==> config.mk <==
export PLATFORM = sky130hd
export DESIGN_NAME = axiLiteMasterTop
export DESIGN_NICKNAME = d
export VERILOG_FILES = /design/src/design/axiLitePkg.sv /design/src/design/masterReqPkg.sv /design/src/design/creditFifo.sv /design/src/design/writeChannel.sv /design/src/design/readChannel.sv /design/src/design/masterControl.sv /design/src/design/axiLiteMasterTop.sv
export SDC_FILE = /design/constraint.sdc
export NUM_CORES = 1
export LEC_CHECK = 0
export BUFFER_PORTS_ARGS = -buffer_cell sky130_fd_sc_hd__buf_4
export CAP_MARGIN = 15
export CORE_MARGIN = 4
export CORE_UTILIZATION = 40
export CTS_BUF_LIST = sky130_fd_sc_hd__clkbuf_4
export CTS_CLUSTER_DIAMETER = 120
export DETAILED_ROUTE_END_ITERATION = 10
export PLACE_DENSITY = 0.69
export SYNTH_ARGS = -nofsm -noshare
export SYNTH_HDL_FRONTEND = slang
export SYNTH_SLANG_ARGS = --single-unit
==> constraint.sdc <==
create_clock -name aclk -period 3.9 [get_ports aclk]
set_clock_uncertainty 0.2 [all_clocks]
set_input_delay 0.78 -clock aclk [delete_from_list [all_inputs] [get_ports aclk]]
set_output_delay 0.78 -clock aclk [all_outputs]
set_load 0.01 [all_outputs]
==> src/design/axiLitePkg.sv <==
package axiLitePkg;

  // bus widths of the AXI4-Lite port
  localparam int addrWidth = 32;
  localparam int dataWidth = 32;
  localparam int strbWidth = dataWidth / 8;

  // only OKAY and SLVERR are ever seen on this bus
  localparam logic [1:0] respOkay   = 2'b00;
  localparam logic [1:0] respSlvErr = 2'b10;

endpackage : axiLitePkg

==> src/design/masterReqPkg.sv <==
package masterReqPkg;

  localparam int queueDepth  = 4;
  localparam int creditWidth = $clog2(queueDepth + 1); // counts 0 to queueDepth
  localparam int ptrWidth    = $clog2(queueDepth);

  // field order gives addr in the top bits, strb in the bottom ones
  typedef struct packed {
    logic [axiLitePkg::addrWidth-1:0] addr;
    logic [axiLitePkg::dataWidth-1:0] data;
    logic [axiLitePkg::strbWidth-1:0] strb;
  } wrReqT;

  typedef struct packed {
    logic [axiLitePkg::addrWidth-1:0] addr;
  } rdReqT;

endpackage : masterReqPkg

==> src/design/creditFifo.sv <==
`timescale 1ns/1ps

module creditFifo #(
  parameter type payloadT = logic
) (
  input  logic    aclk,
  input  logic    reset,
  input  logic    push,
  input  payloadT pushData,
  input  logic    pop,
  output payloadT head,
  output logic    notEmpty,
  output logic    credit
);
  import masterReqPkg::*;

  payloadT                storage [queueDepth];
  logic [ptrWidth-1:0]    wrPtr;
  logic [ptrWidth-1:0]    rdPtr;
  logic [creditWidth-1:0] count;

  always_ff @(posedge aclk) begin
    if (push) begin
      storage[wrPtr] <= pushData;
    end
  end

  always_ff @(posedge aclk) begin
    if (reset) begin
      wrPtr  <= '0;
      rdPtr  <= '0;
      count  <= '0;
      credit <= 1'b0;
    end else begin
      credit <= pop; // each freed slot goes back to the requester one cycle later
      if (push) begin
        wrPtr <= (wrPtr == ptrWidth'(queueDepth - 1)) ? '0 : wrPtr + 1'b1;
      end
      if (pop) begin
        rdPtr <= (rdPtr == ptrWidth'(queueDepth - 1)) ? '0 : rdPtr + 1'b1;
      end
      case ({push, pop})
        2'b10:   count <= count + 1'b1;
        2'b01:   count <= count - 1'b1;
        default: count <= count;
      endcase
    end
  end

  assign notEmpty = (count != '0);
  assign head     = storage[rdPtr];

  // a push into a full queue means the requester spent a credit it never had
  pushWhenFull : assert property (@(posedge aclk) disable iff (reset)
    push |-> (count != creditWidth'(queueDepth)))
    else $error("creditFifo push while full, credit rule broken");

  popWhenEmpty : assert property (@(posedge aclk) disable iff (reset)
    pop |-> notEmpty)
    else $error("creditFifo pop while empty");

endmodule : creditFifo

==> src/design/writeChannel.sv <==
`timescale 1ns/1ps

module writeChannel (
  input  logic                             aclk,
  input  logic                             reset,
  input  logic                             load,
  input  masterReqPkg::wrReqT              loadReq,
  output logic                             awvalid,
  output logic [axiLitePkg::addrWidth-1:0] awaddr,
  input  logic                             awready,
  output logic                             wvalid,
  output logic [axiLitePkg::dataWidth-1:0] wdata,
  output logic [axiLitePkg::strbWidth-1:0] wstrb,
  input  logic                             wready,
  output logic                             bready,
  input  logic                             bvalid,
  input  logic [1:0]                       bresp,
  output logic                             done,
  output logic [1:0]                       doneResp
);
  import masterReqPkg::*;

  wrReqT req;
  logic  awLeft;
  logic  wLeft;
  logic  lastAccept;

  // the request stays here until the B handshake, AW and W both read from it
  always_ff @(posedge aclk) begin
    if (load) begin
      req <= loadReq;
    end
    if (bvalid && bready) begin
      doneResp <= bresp;
    end
  end

  assign awaddr = req.addr;
  assign wdata  = req.data;
  assign wstrb  = req.strb;

  assign awLeft     = awvalid && !awready;
  assign wLeft      = wvalid && !wready;
  assign lastAccept = (awvalid || wvalid) && !awLeft && !wLeft; // final of AW and W this edge

  always_ff @(posedge aclk) begin
    if (reset) begin
      awvalid <= 1'b0;
      wvalid  <= 1'b0;
      bready  <= 1'b0;
      done    <= 1'b0;
    end else begin
      done <= 1'b0;
      if (load) begin
        awvalid <= 1'b1;
        wvalid  <= 1'b1;
      end else begin
        if (awvalid && awready) awvalid <= 1'b0;
        if (wvalid && wready) wvalid <= 1'b0;
      end
      if (lastAccept) begin
        bready <= 1'b1;
      end else if (bvalid && bready) begin
        bready <= 1'b0;
        done   <= 1'b1;
      end
    end
  end

  awaddrStable : assert property (@(posedge aclk) disable iff (reset)
    awLeft |=> awvalid && $stable(awaddr))
    else $error("awaddr changed or awvalid dropped before awready");

endmodule : writeChannel

==> src/design/readChannel.sv <==
`timescale 1ns/1ps

module readChannel (
  input  logic                             aclk,
  input  logic                             reset,
  input  logic                             load,
  input  logic [axiLitePkg::addrWidth-1:0] loadAddr,
  output logic                             arvalid,
  output logic [axiLitePkg::addrWidth-1:0] araddr,
  input  logic                             arready,
  output logic                             rready,
  input  logic                             rvalid,
  input  logic [axiLitePkg::dataWidth-1:0] rdata,
  input  logic [1:0]                       rresp,
  output logic                             done,
  output logic [axiLitePkg::dataWidth-1:0] doneData,
  output logic [1:0]                       doneResp
);

  always_ff @(posedge aclk) begin
    if (load) begin
      araddr <= loadAddr;
    end
    if (rvalid && rready) begin
      doneData <= rdata;
      doneResp <= rresp;
    end
  end

  always_ff @(posedge aclk) begin
    if (reset) begin
      arvalid <= 1'b0;
      rready  <= 1'b0;
      done    <= 1'b0;
    end else begin
      done <= 1'b0;
      if (load) begin
        arvalid <= 1'b1;
      end else if (arvalid && arready) begin
        arvalid <= 1'b0;
        rready  <= 1'b1; // data phase opens right after the address is taken
      end
      if (rvalid && rready) begin
        rready <= 1'b0;
        done   <= 1'b1;
      end
    end
  end

  arvalidHeld : assert property (@(posedge aclk) disable iff (reset)
    arvalid && !arready |=> arvalid && $stable(araddr))
    else $error("arvalid dropped or araddr changed without arready");

endmodule : readChannel

==> src/design/masterControl.sv <==
`timescale 1ns/1ps

module masterControl (
  input  logic                             aclk,
  input  logic                             reset,
  input  logic                             wrNotEmpty,
  input  logic                             rdNotEmpty,
  output logic                             wrPop,
  output logic                             rdPop,
  output logic                             wrLoad,
  output logic                             rdLoad,
  input  logic                             wrDone,
  input  logic                             rdDone,
  input  logic [1:0]                       wrResp,
  input  logic [1:0]                       rdResp,
  input  logic [axiLitePkg::dataWidth-1:0] rdData,
  output logic                             rspValid,
  output logic                             rspIsWrite,
  output logic [axiLitePkg::dataWidth-1:0] rspData,
  output logic [1:0]                       rspResp
);

  typedef enum logic [1:0] {
    idle      = 2'd0,
    busyWrite = 2'd1,
    busyRead  = 2'd2
  } stateT;

  stateT state;
  logic  lastWasWrite; // cleared by reset so the first pick is a write
  logic  pickWrite;
  logic  pickRead;

  // round robin between the two queues, the kind not served last wins a tie
  assign pickWrite = wrNotEmpty && (!rdNotEmpty || !lastWasWrite);
  assign pickRead  = rdNotEmpty && (!wrNotEmpty || lastWasWrite);

  assign wrPop  = (state == idle) && pickWrite;
  assign rdPop  = (state == idle) && pickRead;
  assign wrLoad = wrPop; // the popped head goes straight into the channel
  assign rdLoad = rdPop;

  always_ff @(posedge aclk) begin
    if (reset) begin
      state        <= idle;
      lastWasWrite <= 1'b0;
    end else begin
      case (state)
        idle: begin
          if (wrPop) begin
            state        <= busyWrite;
            lastWasWrite <= 1'b1;
          end else if (rdPop) begin
            state        <= busyRead;
            lastWasWrite <= 1'b0;
          end
        end
        busyWrite: if (wrDone) state <= idle;
        busyRead:  if (rdDone) state <= idle;
        default:   state <= idle;
      endcase
    end
  end

  // the channels already hold the captured response, so done passes straight out
  assign rspValid   = wrDone || rdDone;
  assign rspIsWrite = wrDone;
  assign rspData    = rdDone ? rdData : '0;
  assign rspResp    = wrDone ? wrResp : rdResp;

  // a done from a channel the sequencer did not start means both sides were busy
  singleBusy : assert property (@(posedge aclk) disable iff (reset)
    (wrDone |-> state == busyWrite) and (rdDone |-> state == busyRead))
    else $error("done from a channel that is not the active one");

endmodule : masterControl

==> src/design/axiLiteMasterTop.sv <==
`timescale 1ns/1ps

module axiLiteMasterTop (
  input  logic                             aclk,
  input  logic                             reset,
  input  logic                             wrReqValid,
  input  logic [axiLitePkg::addrWidth-1:0] wrReqAddr,
  input  logic [axiLitePkg::dataWidth-1:0] wrReqData,
  input  logic [axiLitePkg::strbWidth-1:0] wrReqStrb,
  output logic                             wrCredit,
  input  logic                             rdReqValid,
  input  logic [axiLitePkg::addrWidth-1:0] rdReqAddr,
  output logic                             rdCredit,
  output logic                             rspValid,
  output logic                             rspIsWrite,
  output logic [axiLitePkg::dataWidth-1:0] rspData,
  output logic [1:0]                       rspResp,
  output logic                             awvalid,
  output logic [axiLitePkg::addrWidth-1:0] awaddr,
  output logic [2:0]                       awprot,
  input  logic                             awready,
  output logic                             wvalid,
  output logic [axiLitePkg::dataWidth-1:0] wdata,
  output logic [axiLitePkg::strbWidth-1:0] wstrb,
  input  logic                             wready,
  input  logic                             bvalid,
  input  logic [1:0]                       bresp,
  output logic                             bready,
  output logic                             arvalid,
  output logic [axiLitePkg::addrWidth-1:0] araddr,
  output logic [2:0]                       arprot,
  input  logic                             arready,
  input  logic                             rvalid,
  input  logic [axiLitePkg::dataWidth-1:0] rdata,
  input  logic [1:0]                       rresp,
  output logic                             rready
);
  import masterReqPkg::*;

  wrReqT                           wrPushData;
  wrReqT                           wrHead;
  rdReqT                           rdPushData;
  rdReqT                           rdHead;
  logic                            wrNotEmpty;
  logic                            rdNotEmpty;
  logic                            wrPop;
  logic                            rdPop;
  logic                            wrLoad;
  logic                            rdLoad;
  logic                            wrDone;
  logic                            rdDone;
  logic [1:0]                      wrResp;
  logic [1:0]                      rdResp;
  logic [axiLitePkg::dataWidth-1:0] rdData;

  assign wrPushData.addr = wrReqAddr;
  assign wrPushData.data = wrReqData;
  assign wrPushData.strb = wrReqStrb;
  assign rdPushData.addr = rdReqAddr;

  assign awprot = 3'b000; // unprivileged, secure, data access
  assign arprot = 3'b000;

  creditFifo #(.payloadT(wrReqT)) writeQueue (
    .aclk(aclk), .reset(reset), .push(wrReqValid), .pushData(wrPushData),
    .pop(wrPop), .head(wrHead), .notEmpty(wrNotEmpty), .credit(wrCredit)
  );

  creditFifo #(.payloadT(rdReqT)) readQueue (
    .aclk(aclk), .reset(reset), .push(rdReqValid), .pushData(rdPushData),
    .pop(rdPop), .head(rdHead), .notEmpty(rdNotEmpty), .credit(rdCredit)
  );

  writeChannel wrChannel (
    .aclk(aclk), .reset(reset), .load(wrLoad), .loadReq(wrHead),
    .awvalid(awvalid), .awaddr(awaddr), .awready(awready),
    .wvalid(wvalid), .wdata(wdata), .wstrb(wstrb), .wready(wready),
    .bready(bready), .bvalid(bvalid), .bresp(bresp),
    .done(wrDone), .doneResp(wrResp)
  );

  readChannel rdChannel (
    .aclk(aclk), .reset(reset), .load(rdLoad), .loadAddr(rdHead.addr),
    .arvalid(arvalid), .araddr(araddr), .arready(arready),
    .rready(rready), .rvalid(rvalid), .rdata(rdata), .rresp(rresp),
    .done(rdDone), .doneData(rdData), .doneResp(rdResp)
  );

  masterControl control (
    .aclk(aclk), .reset(reset),
    .wrNotEmpty(wrNotEmpty), .rdNotEmpty(rdNotEmpty),
    .wrPop(wrPop), .rdPop(rdPop), .wrLoad(wrLoad), .rdLoad(rdLoad),
    .wrDone(wrDone), .rdDone(rdDone), .wrResp(wrResp), .rdResp(rdResp),
    .rdData(rdData), .rspValid(rspValid), .rspIsWrite(rspIsWrite),
    .rspData(rspData), .rspResp(rspResp)
  );

endmodule : axiLiteMasterTop

[Word level (Yosys, flattened, before mapping)]
Memory sizes are Yosys's and may differ from the RTL's. A register that Yosys moved wholly into a read port is not among the register bits.
Index checks and enable logic that the tools add are counted.
Operators by class
  reductions and logical operators: 39
  equal/unequal tests: 13
  muxes and demuxes: 29
  bitwise operators: 1
  add/subtract/negate cells: 8
Operators with widths (number)
  two-way mux 32 bit: 1
  two-way mux 2 bit: 9
  two-way mux 1 bit: 16
  == test 2 bit (second input constant): 7
  nonzero test 2 bit: 7
  logical AND 1 bit: 13
  case mux 3 bit (2 select lines): 2
  adder 2 x 1 -> 2 bit (second input constant): 4
  zero test 1 bit: 7
  adder 3 x 1 -> 3 bit (second input constant): 2
  == test 2 x 1 -> 1 bit (second input constant): 3
  case mux 2 bit (3 select lines): 1
  nonzero test 3 bit: 2
  subtractor 3 x 1 -> 3 bit (second input constant): 2
  logical OR 1 bit: 4
  != test 2 bit (second input constant): 2
  AND reduction 2 bit: 2
  OR reduction 2 bit: 2
  != test 3 bit (second input constant): 1
  AND reduction 3 bit: 1
  zero test 2 bit: 1
  inverter 1 bit: 1
Word-level totals
  flip-flop bits (word level): 62
  bits in writable memories: 400
  output and inout port bits: 149
  memories kept: 2
  bits of input ports: 145
Memory list
  writeQueue.storage: words 4, width 68, rd ports 1, clocked after memory_dff 1, wr ports 1, line creditFifo.sv:17  | payloadT storage [queueDepth];
  readQueue.storage: words 4, width 32, rd ports 1, clocked after memory_dff 1, wr ports 1, line creditFifo.sv:17

[Depth between registers and ports, before layout]
Gate-level depths: netlist of run 1.
  word-level depth: 8
  gate-level depth with buffers: 9

[Modules after synthesis]
From an unflattened synthesis of run 1, not the netlist that was laid out.
Second synthesis, totals
  cell total of the unflattened synthesis: 844
  area, all modules: 20249.4 um^2
Modules (own cells, without submodules)
  creditFifo (writeQueue): times used 1, area an instance 10306.1 um^2, cells an instance 406
  creditFifo (readQueue): times used 1, area an instance 5118.7 um^2, cells an instance 213
  writeChannel: times used 1, area an instance 2257.2 um^2, cells an instance 84
  readChannel: times used 1, area an instance 2100.8 um^2, cells an instance 77
  masterControl: times used 1, area an instance 417.9 um^2, cells an instance 57
  axiLiteMasterTop: times used 1, area an instance 48.8 um^2, cells an instance 7

[Least setup slack after synthesis of run 1]
No wires, ideal clock.
  path type: register to register
  start: register readQueue.count[0]
  end: register writeQueue.count[2]
  clock period less this slack: 3.232 ns
  slack: 0.668 ns
  data arrival time: 2.962 ns
  library setup time: 0.070 ns
  path buffers: 0
  cell stages (with the launch flop): 10
  cells stage by stage: dfxtp_1 > o31ai_1 > nand3_2 > inv_2 > ha_1 > inv_1 > fa_1 > xor2_1 > or3_1 > a21oi_1
Between the ends
  longest elaborated chain between the ends: 7
  elaborated cells on any way between the ends: 9
Ends and longest elaborated chain
  start: declaration: line creditFifo.sv:20  | logic [creditWidth-1:0] count;
  start signal: assignment: line creditFifo.sv:43  | 2'b10: count <= count + 1'b1;
  start signal: assignment: line creditFifo.sv:44  | 2'b01: count <= count - 1'b1;
  start signal: assignment: line creditFifo.sv:45  | default: count <= count;
  nonzero test 3 bit (*): line creditFifo.sv:50  | assign notEmpty = (count != '0);
  zero test 1 bit (*): line masterControl.sv:35  | assign pickWrite = wrNotEmpty && (!rdNotEmpty || !lastWasWrite);
  logical OR 1 bit (*): line masterControl.sv:35
  logical AND 1 bit (*): line masterControl.sv:35
  logical AND 1 bit (*): line masterControl.sv:38  | assign wrPop = (state == idle) && pickWrite;
  via control.wrLoad: line masterControl.sv:10  | output logic wrLoad,
  == test 2 x 1 -> 1 bit / == test 2 bit (equally long branches): line creditFifo.sv:42  | case ({push, pop})
  case mux 3 bit (2 select lines) / nonzero test 2 bit (equally long branches)
  end signal: assignment: line creditFifo.sv:43
  end signal: assignment: line creditFifo.sv:44
  end signal: assignment: line creditFifo.sv:45
  end: declaration: line creditFifo.sv:20
The timed path passes the listed nets; every way through them passes the cells marked *.
A chain may end at the register's enable or synchronous reset.

[Final worst setup path of run 1]
  start: register rdChannel.done
  end: output port rspData[17] (netlist name)
Between the ends
  longest elaborated chain between the ends: 1
Ends and longest elaborated chain
  start: declaration: line readChannel.sv:15  | output logic done,
  start signal: assignment: line readChannel.sv:34  | done <= 1'b0;
  start signal: assignment: line readChannel.sv:36  | done <= 1'b0;
  start signal: assignment: line readChannel.sv:45  | done <= 1'b1;
  two-way mux 32 bit: line masterControl.sv:68  | assign rspData = rdDone ? rdData : '0;
  end: declaration: line axiLiteMasterTop.sv:16  | output logic [axiLitePkg::dataWidth-1:0] rspData,
Every way passes these cells.

==> metrics.yaml, run 1 <==
synth:
  synth_fa_ha_area_share_pct: 0.948
  syn_avg_cell_area_um2: 23.7
  synth.top_cells.by_area: "edfxtp_1 80%, mux4_2 11%, dfxtp_1 2.6%"
  ys_warn_count: 0
  ys_seq_elements: 562
  synth_xor_area_share_pct: 0.175
  syn_area_um2: 20100
  synth_seq_area_share_pct: 82.8
  synth-edff-count: 536
  synth_flop_cell: "edfxtp_1"
  async_flop_share_pct: 0
  post_synth_num_cell_types: 38
  synth_area_leader_cell: "edfxtp_1"
  synth_top_family_by_area: "multiplexers"
  synth_compound_area_share_pct: 0.699
  muxShareOfSynthArea_pct: 11.6
  synthCells: 845
  yosysTopAreaCellShare_pct: 80.2
  synthSimpleGateAreaFrac_pct: 2.47
timing:
  max_clock_freq_mhz: 308
  min_period_ns: 3.25
  finalSetupViolations: 0
  drv_slew: 0
  period_share_pct: 83.3
  rsz0062_at_grt: "false"
  tns_ns: 0
  timing.final.hold_violations: 0
  worstMarginPinSlew_ns: 0.981
  slew-limit-headroom_pct: 34.6
clock_network:
  path_clk_slew_ns: 0.06
  cts_buffer_depth: 3
  cts.sinks: 562
  cts_tree: "built"
  ctsRootBufferMaster: "clkbuf_4"
  h-tree-depth: 4
  cts_made_buffers: 144
  clk_latency_ns: 0.93
critical_path:
  path_class: "reg2out"
  cp.arrival_ns: 2.27
  crit_start: "rdChannel.done"
  crit_chain: "and2_1 -> buf_4"
  startpoint_type: "register"
  path_max_fanout: 34
  critPathCaptureType: "output pin"
  slowest_stage: "dfxtp_1"
  slowest_delay_ns: 0.95
  r2r-start: "readQueue.count[0]"
  required_ns: 2.92
grt:
  track_usage_pct: 16.2
  grt_pass1_vias: 11600
  grt_max_degree: 69
  overflow: 0
  grt_antenna_before_repair: 8
  grt_pass1_wl_mm: 65.3
placement:
  gp_congestion: 0.739
  hpwlAfterDp_mm: 24.2
  io_buffers: 287
  dpl_cell_area_um2: 23100
floorplan:
  dieArea_um2: 53800
  core_um2: 49300
  die_y_um: 232
  start_util_pct: 40.7
  dieWidth_um: 232
  rows: 81
  io_pins: 294
final_layout:
  syn_to_final_growth_pct: 31.5
  fillerInstances: 3846
  nets: 1569
  final_cell_mix: "536 x edfxtp_1, 295 x buf_4, 203 x clkbuf_4"
  layout_commonest_cell: "edfxtp_1"
  final_cell_area_um2: 26400
  drive_gt1_share_pct: 42.7
drt:
  drcViolationCount: 0
  drt-pass1-iter-count: 5
  vias_per_cell: 4.79
  wirelength_mm: 42.7
  drt_iter0_drc: 542
  routedWlPerCell_um: 19.6
  ant_nets: 0
  num_vias: 10400
min_path:
  hold_class: "reg2reg"
  hold_path.startpoint: "control.state[1]"
job:
  drv_cap: 0
pwr:
  powerDensity_nw_per_um2: 638
  irDropWorstVdd_mv: 0.416
  p_leak_uw: 0.00936
status:
  status: "complete, no violations"
## power breakdown
| group | internal (uW) | total, uW | switching [uW] | leakage, uW |
|---|---|---|---|---|
| logic | 1820 | 3540 | 1710 | 0.00314 |
| registers | 7780 | 8380 | 599 | 0.00515 |
| clock network | 2650 | 4910 | 2260 | 0.00108 |
## sequential cells by signal, indices dropped and copies added (netlist names), 2 cells and up
| register | cells |
|---|---|
| wrChannel.doneResp | 2 |
| writeQueue.storage | 272 |
| readQueue.wrPtr | 2 |
| rdChannel.araddr | 32 |
| control.state | 2 |
| writeQueue.count | 3 |
| wrChannel.wstrb | 4 |
| wrChannel.awaddr | 32 |
| writeQueue.rdPtr | 2 |
| rdChannel.doneData | 32 |
| readQueue.storage | 128 |
| readQueue.rdPtr | 2 |
| readQueue.count | 3 |
| rdChannel.doneResp | 2 |
| writeQueue.wrPtr | 2 |
| wrChannel.wdata | 32 |
## repair_timing
| item | 4_1_cts | 5_1_grt |
|---|---|---|
| hold buffers | 150 | 0 |
| setup buffers | 0 | 0 |
| endpoints found under the hold margin | 461 | 0 |
| resized for setup | 0 | 0 |
## synth_stat cells (3+ instances only)
| cell | count |
|---|---|
| clkbuf_1 | 12 |
| nor3_1 | 4 |
| mux2i_1 | 3 |
| nor2b_1 | 3 |
| xor2_1 | 4 |
| ha_1 | 12 |
| or3_1 | 4 |
| a21oi_1 | 14 |
| nor2_1 | 15 |
| buf_2 | 13 |
| nand2b_1 | 6 |
| dfxtp_1 | 26 |
| buf_4 | 10 |
| mux4_2 | 100 |
| and2_1 | 42 |
| inv_1 | 12 |
| edfxtp_1 | 536 |
| o21ai_0 | 3 |
## cell type report
| cell class | count | area [um^2] | area share [%] |
|---|---|---|---|
| repair buffers | 450 | 3820 | 14.5 |
| flip-flops and latches | 562 | 16600 | 63.0 |
| clock buffers | 203 | 1520 | 5.78 |
| multi-input cells | 238 | 3230 | 12.3 |
| inverters | 14 | 56.3 | 0.214 |
| well taps | 664 | 831 | 3.15 |
| diodes | 5 | 12.5 | 0.0474 |
| clock inverters | 41 | 273 | 1.03 |
## metal layers
layer,global-route usage [%],share of wire [%],vias up
met5,0,0.16,-
met4,7.30,2.3,10
met3,6.18,7.9,72
met2,26.7,51,368
met1,18.8,39,5287
li1,-,-,4691
## worst paths after layout
check                             end  slack (ns)  depth (start not counted)
setup / recovery          rspData[17]        0.65                          2
hold / removal       control.state[1]        0.29                          2
setup reg to reg  wrChannel.wdata[29]        1.23                          5
hold reg to reg      control.state[1]        0.29                          2
## through the flow
step | hold WS [ns] | setup slack, ns | util, % | total power (uW) | cells
after floorplan | 0.253 | 0.668 | - | 10300 | 850
after global placement | 0.266 | 1.27 | 46.8 | 11900 | 1778
after detailed placement | 0.281 | 1.21 | 46.8 | 12000 | 1778
after CTS | 0.230 | 0.602 | 53.5 | 17100 | 2172
after global routing | 0.250 | 0.436 | 53.5 | 17800 | 2176
final | 0.289 | 0.653 | 53.5 | 16800 | 2177
## worst max-delay path: cells and delay by family (launching register included)
family	cells	cell delay, ns
DFF	1	0.95
and+or+nand+nor	1	0.29
buffers and inverters	1	0.14
## cells by family after synthesis
family,count (synthesis)
compound gates,23
xor+xnor,4
fa+ha+maj,14
buf+inv,50
flops,562
mux,107
other cells,1
simple gates,84
(Power assumes the default switching activity.)
==> run 2: changes to the inputs <==
clock period = 3.19 ns   (was 3.9 ns; I/O delays follow)
==> metrics.yaml, run 2 (same netlist as run 1, synthesis figures left out) <==
grt:
  grt_antenna_before_repair: 8
  grt_max_degree: 70
  grt_pass1_wl_mm: 66.2
  track_usage_pct: 16.4
  grt_pass1_vias: 11600
  overflow: 0
critical_path:
  critPathCaptureType: "output pin"
  startpoint_type: "register"
  cp.arrival_ns: 1.92
  required_ns: 2.35
  path_max_fanout: 5
  path_class: "reg2out"
timing:
  timing.final.hold_violations: 0
  finalSetupViolations: 0
  min_period_ns: 2.76
  slew-limit-headroom_pct: 25.6
  worstMarginPinSlew_ns: 1.12
  drv_slew: 0
  rsz0062_at_grt: "false"
  max_clock_freq_mhz: 362
  period_share_pct: 86.5
  tns_ns: 0
final_layout:
  layout_commonest_cell: "edfxtp_1"
  largestRegisters: "writeQueue.storage (272), readQueue.storage (128)"
  multi_input_area_um2: 3230
  fillerInstances: 3873
  final_cell_area_um2: 26500
  nets: 1576
  seq_area_um2: 16600
  largest_reg_flops: 272
  final_cell_mix: "536 x edfxtp_1, 300 x buf_4, 201 x clkbuf_4"
  regMostFlops: "writeQueue.storage"
  syn_to_final_growth_pct: 32.3
  drive_gt1_share_pct: 42.7
drt:
  routedWlPerCell_um: 19.6
  drcViolationCount: 0
  vias_per_cell: 4.75
  drt_iter0_drc: 603
  wirelength_mm: 42.9
  num_vias: 10400
  ant_nets: 0
  drt-pass1-iter-count: 4
pwr:
  p_leak_uw: 0.00944
  internal_power_uw: 15200
  switching_share_pct: 27.3
  netSwitchingPower_uw: 5700
  pwr-share-clk_pct: 30.0
  irDropWorstVdd_mv: 0.577
  pwr-share-seq_pct: 48.4
  powerDensity_nw_per_um2: 786
  p_comb_share_pct: 21.5
clock_network:
  cts_tree: "built"
  h-tree-depth: 4
  cts_made_buffers: 144
  cts_buffer_depth: 3
  clk_latency_ns: 0.94
  path_clk_slew_ns: 0.07
  ctsRootBufferMaster: "clkbuf_4"
  cts.sinks: 562
min_path:
  hold_class: "in2reg"
floorplan:
  start_util_pct: 40.7
  die_y_um: 232
  rows: 81
  core_um2: 49300
  io_pins: 294
  dieArea_um2: 53800
  dieWidth_um: 232
placement:
  dpl_cell_area_um2: 23100
  hpwlAfterDp_mm: 24.8
  gp_congestion: 0.718
  io_buffers: 287
job:
  drv_cap: 0
status:
  status: "complete, no violations"
[run 2: cell count changes in the layout (fill, tap and decap cells not counted), sizes merged]
cell	previous run	this run
clkinvlp	1	0
inv	19	18
dlygate4sd3	150	151
bufinv	4	6
diode	5	8
clkinv	31	39
clkbuf	203	201
buf	300	306
[run 2: critical path, stage by stage, from the launching register on]
cell and delay, ns:
dfxtp_1 0.47, mux2_2 0.38, buf_4 0.15
[run 2: timing repair]
action                                  CTS  global route
gates resized for setup                   0             1
setup buffers                             0             0
hold buffers                            151             0
endpoints found under the hold margin   469             0
endpoints found under the setup margin    0            33
[run 2: worst paths after layout]
path | from | end | slack [ns] | depth (start not counted)
hold reg to reg | control.state[1] | control.state[1] | 0.29 | 2
setup / recovery | wrChannel.done | rspResp[1] | 0.43 | 2
setup reg to reg | readQueue.count[0] | wrChannel.awaddr[17] | 0.62 | 4
hold / removal | rresp[1] | rdChannel.doneResp[1] | 0.25 | 2
[run 2: area by class of cell]
cell class                 instances  share of cell area (%)
timing repair buffer             457                    14.6
multi-input combinational        238                    12.2
sequential                       562                    62.6
clock inverter                    49                    1.45
clock buffer                     201                    5.68
tap                              664                    3.13
antenna                            8                  0.0754
inverter                          14                   0.217
[run 2: stage by stage]
stage | util, % | hold WS, ns | total power, uW | instances | setup slack (ns)
floorplan | - | 0.253 | 12500 | 850 | 0.268
global placement | 46.9 | 0.264 | 14600 | 1784 | 0.636
detailed placement | 46.9 | 0.276 | 14700 | 1784 | 0.578
CTS | 53.9 | 0.0842 | 21300 | 2185 | 0.0461
global route | 53.9 | 0.124 | 22100 | 2188 | 0.233
finish | 53.9 | 0.247 | 20900 | 2193 | 0.430
[run 2: per-layer routing]
| metal | part of all wire [%] | track usage (%) | wire, um | vias to the layer above |
|---|---|---|---|---|
| li1 | - | - | - | 4708 |
| met1 | 40 | 19.3 | 17000 | 5266 |
| met2 | 50 | 26.7 | 21300 | 366 |
| met3 | 8.6 | 7.38 | 3710 | 74 |
| met4 | 2.1 | 5.85 | 889 | 4 |
| met5 | 0.049 | 0 | 21 | - |
[run 2: power by group through the flow]
stage,Combinational (uW),Clock (uW),Sequential (uW)
final,4490,6270,10100
after global routing,4890,6990,10200
after CTS,4600,6520,10100
after detailed placement,4400,0,10300
after global placement,4320,0,10300
after floorplan,2290,0,10200
==> run 3: changes to the inputs <==
CORE_ASPECT_RATIO = 0.75   (was not set)
==> metrics.yaml, run 3 (same netlist as run 1, synthesis figures left out) <==
grt:
  grt_antenna_before_repair: 2
  grt_pass1_wl_mm: 65.5
  overflow: 0
  grt_max_degree: 45
  grt_pass1_vias: 11400
  track_usage_pct: 15.9
floorplan:
  core_um2: 49100
  io_pins: 294
  dieArea_um2: 53800
  die_y_um: 202
  start_util_pct: 40.8
  dieWidth_um: 267
  rows: 70
critical_path:
  r2r-start: "readQueue.count[0]"
  path_max_fanout: 12
  critPathCaptureType: "register"
  startpoint_type: "register"
  crit_family: "adder cells"
  crit_chain: "o31ai_1 -> nand3_2 -> inv_4 -> ha_1 -> inv_1 -> fa_1 -> xor2_1 -> or3_1 -> a21oi_1"
  slowest_stage: "o31ai_1"
  crit_start: "readQueue.count[0]"
  cp.arrival_ns: 3.22
  required_ns: 3.71
  slowest_delay_ns: 0.37
  path_class: "reg2reg"
  path_buf_inv: 2
drt:
  ant_nets: 0
  drt-pass1-iter-count: 5
  drcViolationCount: 0
  vias_per_cell: 4.76
  drt_iter0_drc: 679
  num_vias: 10200
  wirelength_mm: 42.1
  routedWlPerCell_um: 19.5
clock_network:
  clk_latency_ns: 0.81
  cts_made_buffers: 139
  cts_buffer_depth: 3
  cts.sinks: 562
  ctsRootBufferMaster: "clkbuf_4"
  postCtsSetupBuffers: 0
  cts_tree: "built"
  path_clk_slew_ns: 0.07
  h-tree-depth: 4
timing:
  tns_ns: 0
  finalSetupViolations: 0
  timing.final.hold_violations: 0
  rsz0062_at_grt: "false"
  period_share_pct: 84.5
  worstMarginPinSlew_ns: 0.689
  min_period_ns: 2.70
  max_clock_freq_mhz: 371
  drv_slew: 0
  slew-limit-headroom_pct: 54.0
  holdWs_ns: 0.289
placement:
  io_buffers: 287
  hpwlAfterDp_mm: 24.5
  gp_congestion: 0.717
final_layout:
  syn_to_final_growth_pct: 31.3
  regMostFlops: "writeQueue.storage"
  nets: 1577
  largest_reg_flops: 272
  final_cell_mix: "536 x edfxtp_1, 307 x buf_4, 199 x clkbuf_4"
  largestRegisters: "writeQueue.storage (272), readQueue.storage (128)"
  drive_gt1_share_pct: 43.0
  layout_commonest_cell: "edfxtp_1"
min_path:
  hold_path.startpoint: "control.state[1]"
  hold_class: "reg2reg"
pwr:
  powerDensity_nw_per_um2: 774
  irDropWorstVdd_mv: 0.457
  p_leak_uw: 0.00937
status:
  status: "complete, no violations"
job:
  drv_cap: 0
[run 3: cell type report]
cell class | instances | area [um^2]
Fill cell | 3778 | 22800
Sequential cell | 562 | 16600
Timing Repair Buffer | 463 | 3930
Multi-Input combinational cell | 238 | 3230
Clock buffer | 199 | 1490
Tap cell | 648 | 811
Clock inverter | 27 | 200
Inverter | 14 | 57.6
Antenna cell | 2 | 5.00
[run 3: routing by layer]
layer  vias to the layer above  track usage, %  wire length [um]
met5                         -               0                 0
met4                         0            6.41               958
met3                        73            4.90              2620
met2                       306            25.9             21200
met1                      5184            19.9             17300
li1                       4675               -                 -
[run 3: worst min-delay path, delay by kind of cell (launching register included)]
kind             cells  cell delay, ns
AND/OR/NAND/NOR      1            0.06
AO/OA/AOI/OAI        1            0.05
flip-flops           1            0.33
[run 3: metrics by stage]
step / total power [uW] / instance area, um^2 / std cells / util (%) / setup WS, ns
floorplan: 12500 / 20100 / 850 / - / 0.268
global placement: 14600 / 23100 / 1775 / 47.1 / 0.551
detailed placement: 14700 / 23100 / 1775 / 47.1 / 0.499
CTS: 20800 / 26300 / 2151 / 53.6 / 0.0587
global route: 21600 / 26300 / 2153 / 53.6 / 0.260
finish: 20400 / 26300 / 2153 / 53.6 / 0.493
[run 3: final timing paths]
| check | to | cells past startpoint | slack, ns |
|---|---|---|---|
| worst max-delay path | writeQueue.count[2] | 9 | 0.49 |
| worst min-delay path | control.state[1] | 2 | 0.29 |
| worst max register to register | writeQueue.count[2] | 9 | 0.49 |
| worst min register to register | control.state[1] | 2 | 0.29 |
[run 3: what timing repair did]
item,in CTS,in global routing
hold buffers,150,0
endpoints found under the setup margin,0,33
resized for setup,0,1
endpoints found under the hold margin,461,0
[run 3: power by group]
part	switching (uW)	internal [uW]	leakage, uW
sequential	525	9510	0.00515
combinational	2300	2260	0.00321
clock	2720	3090	0.00101
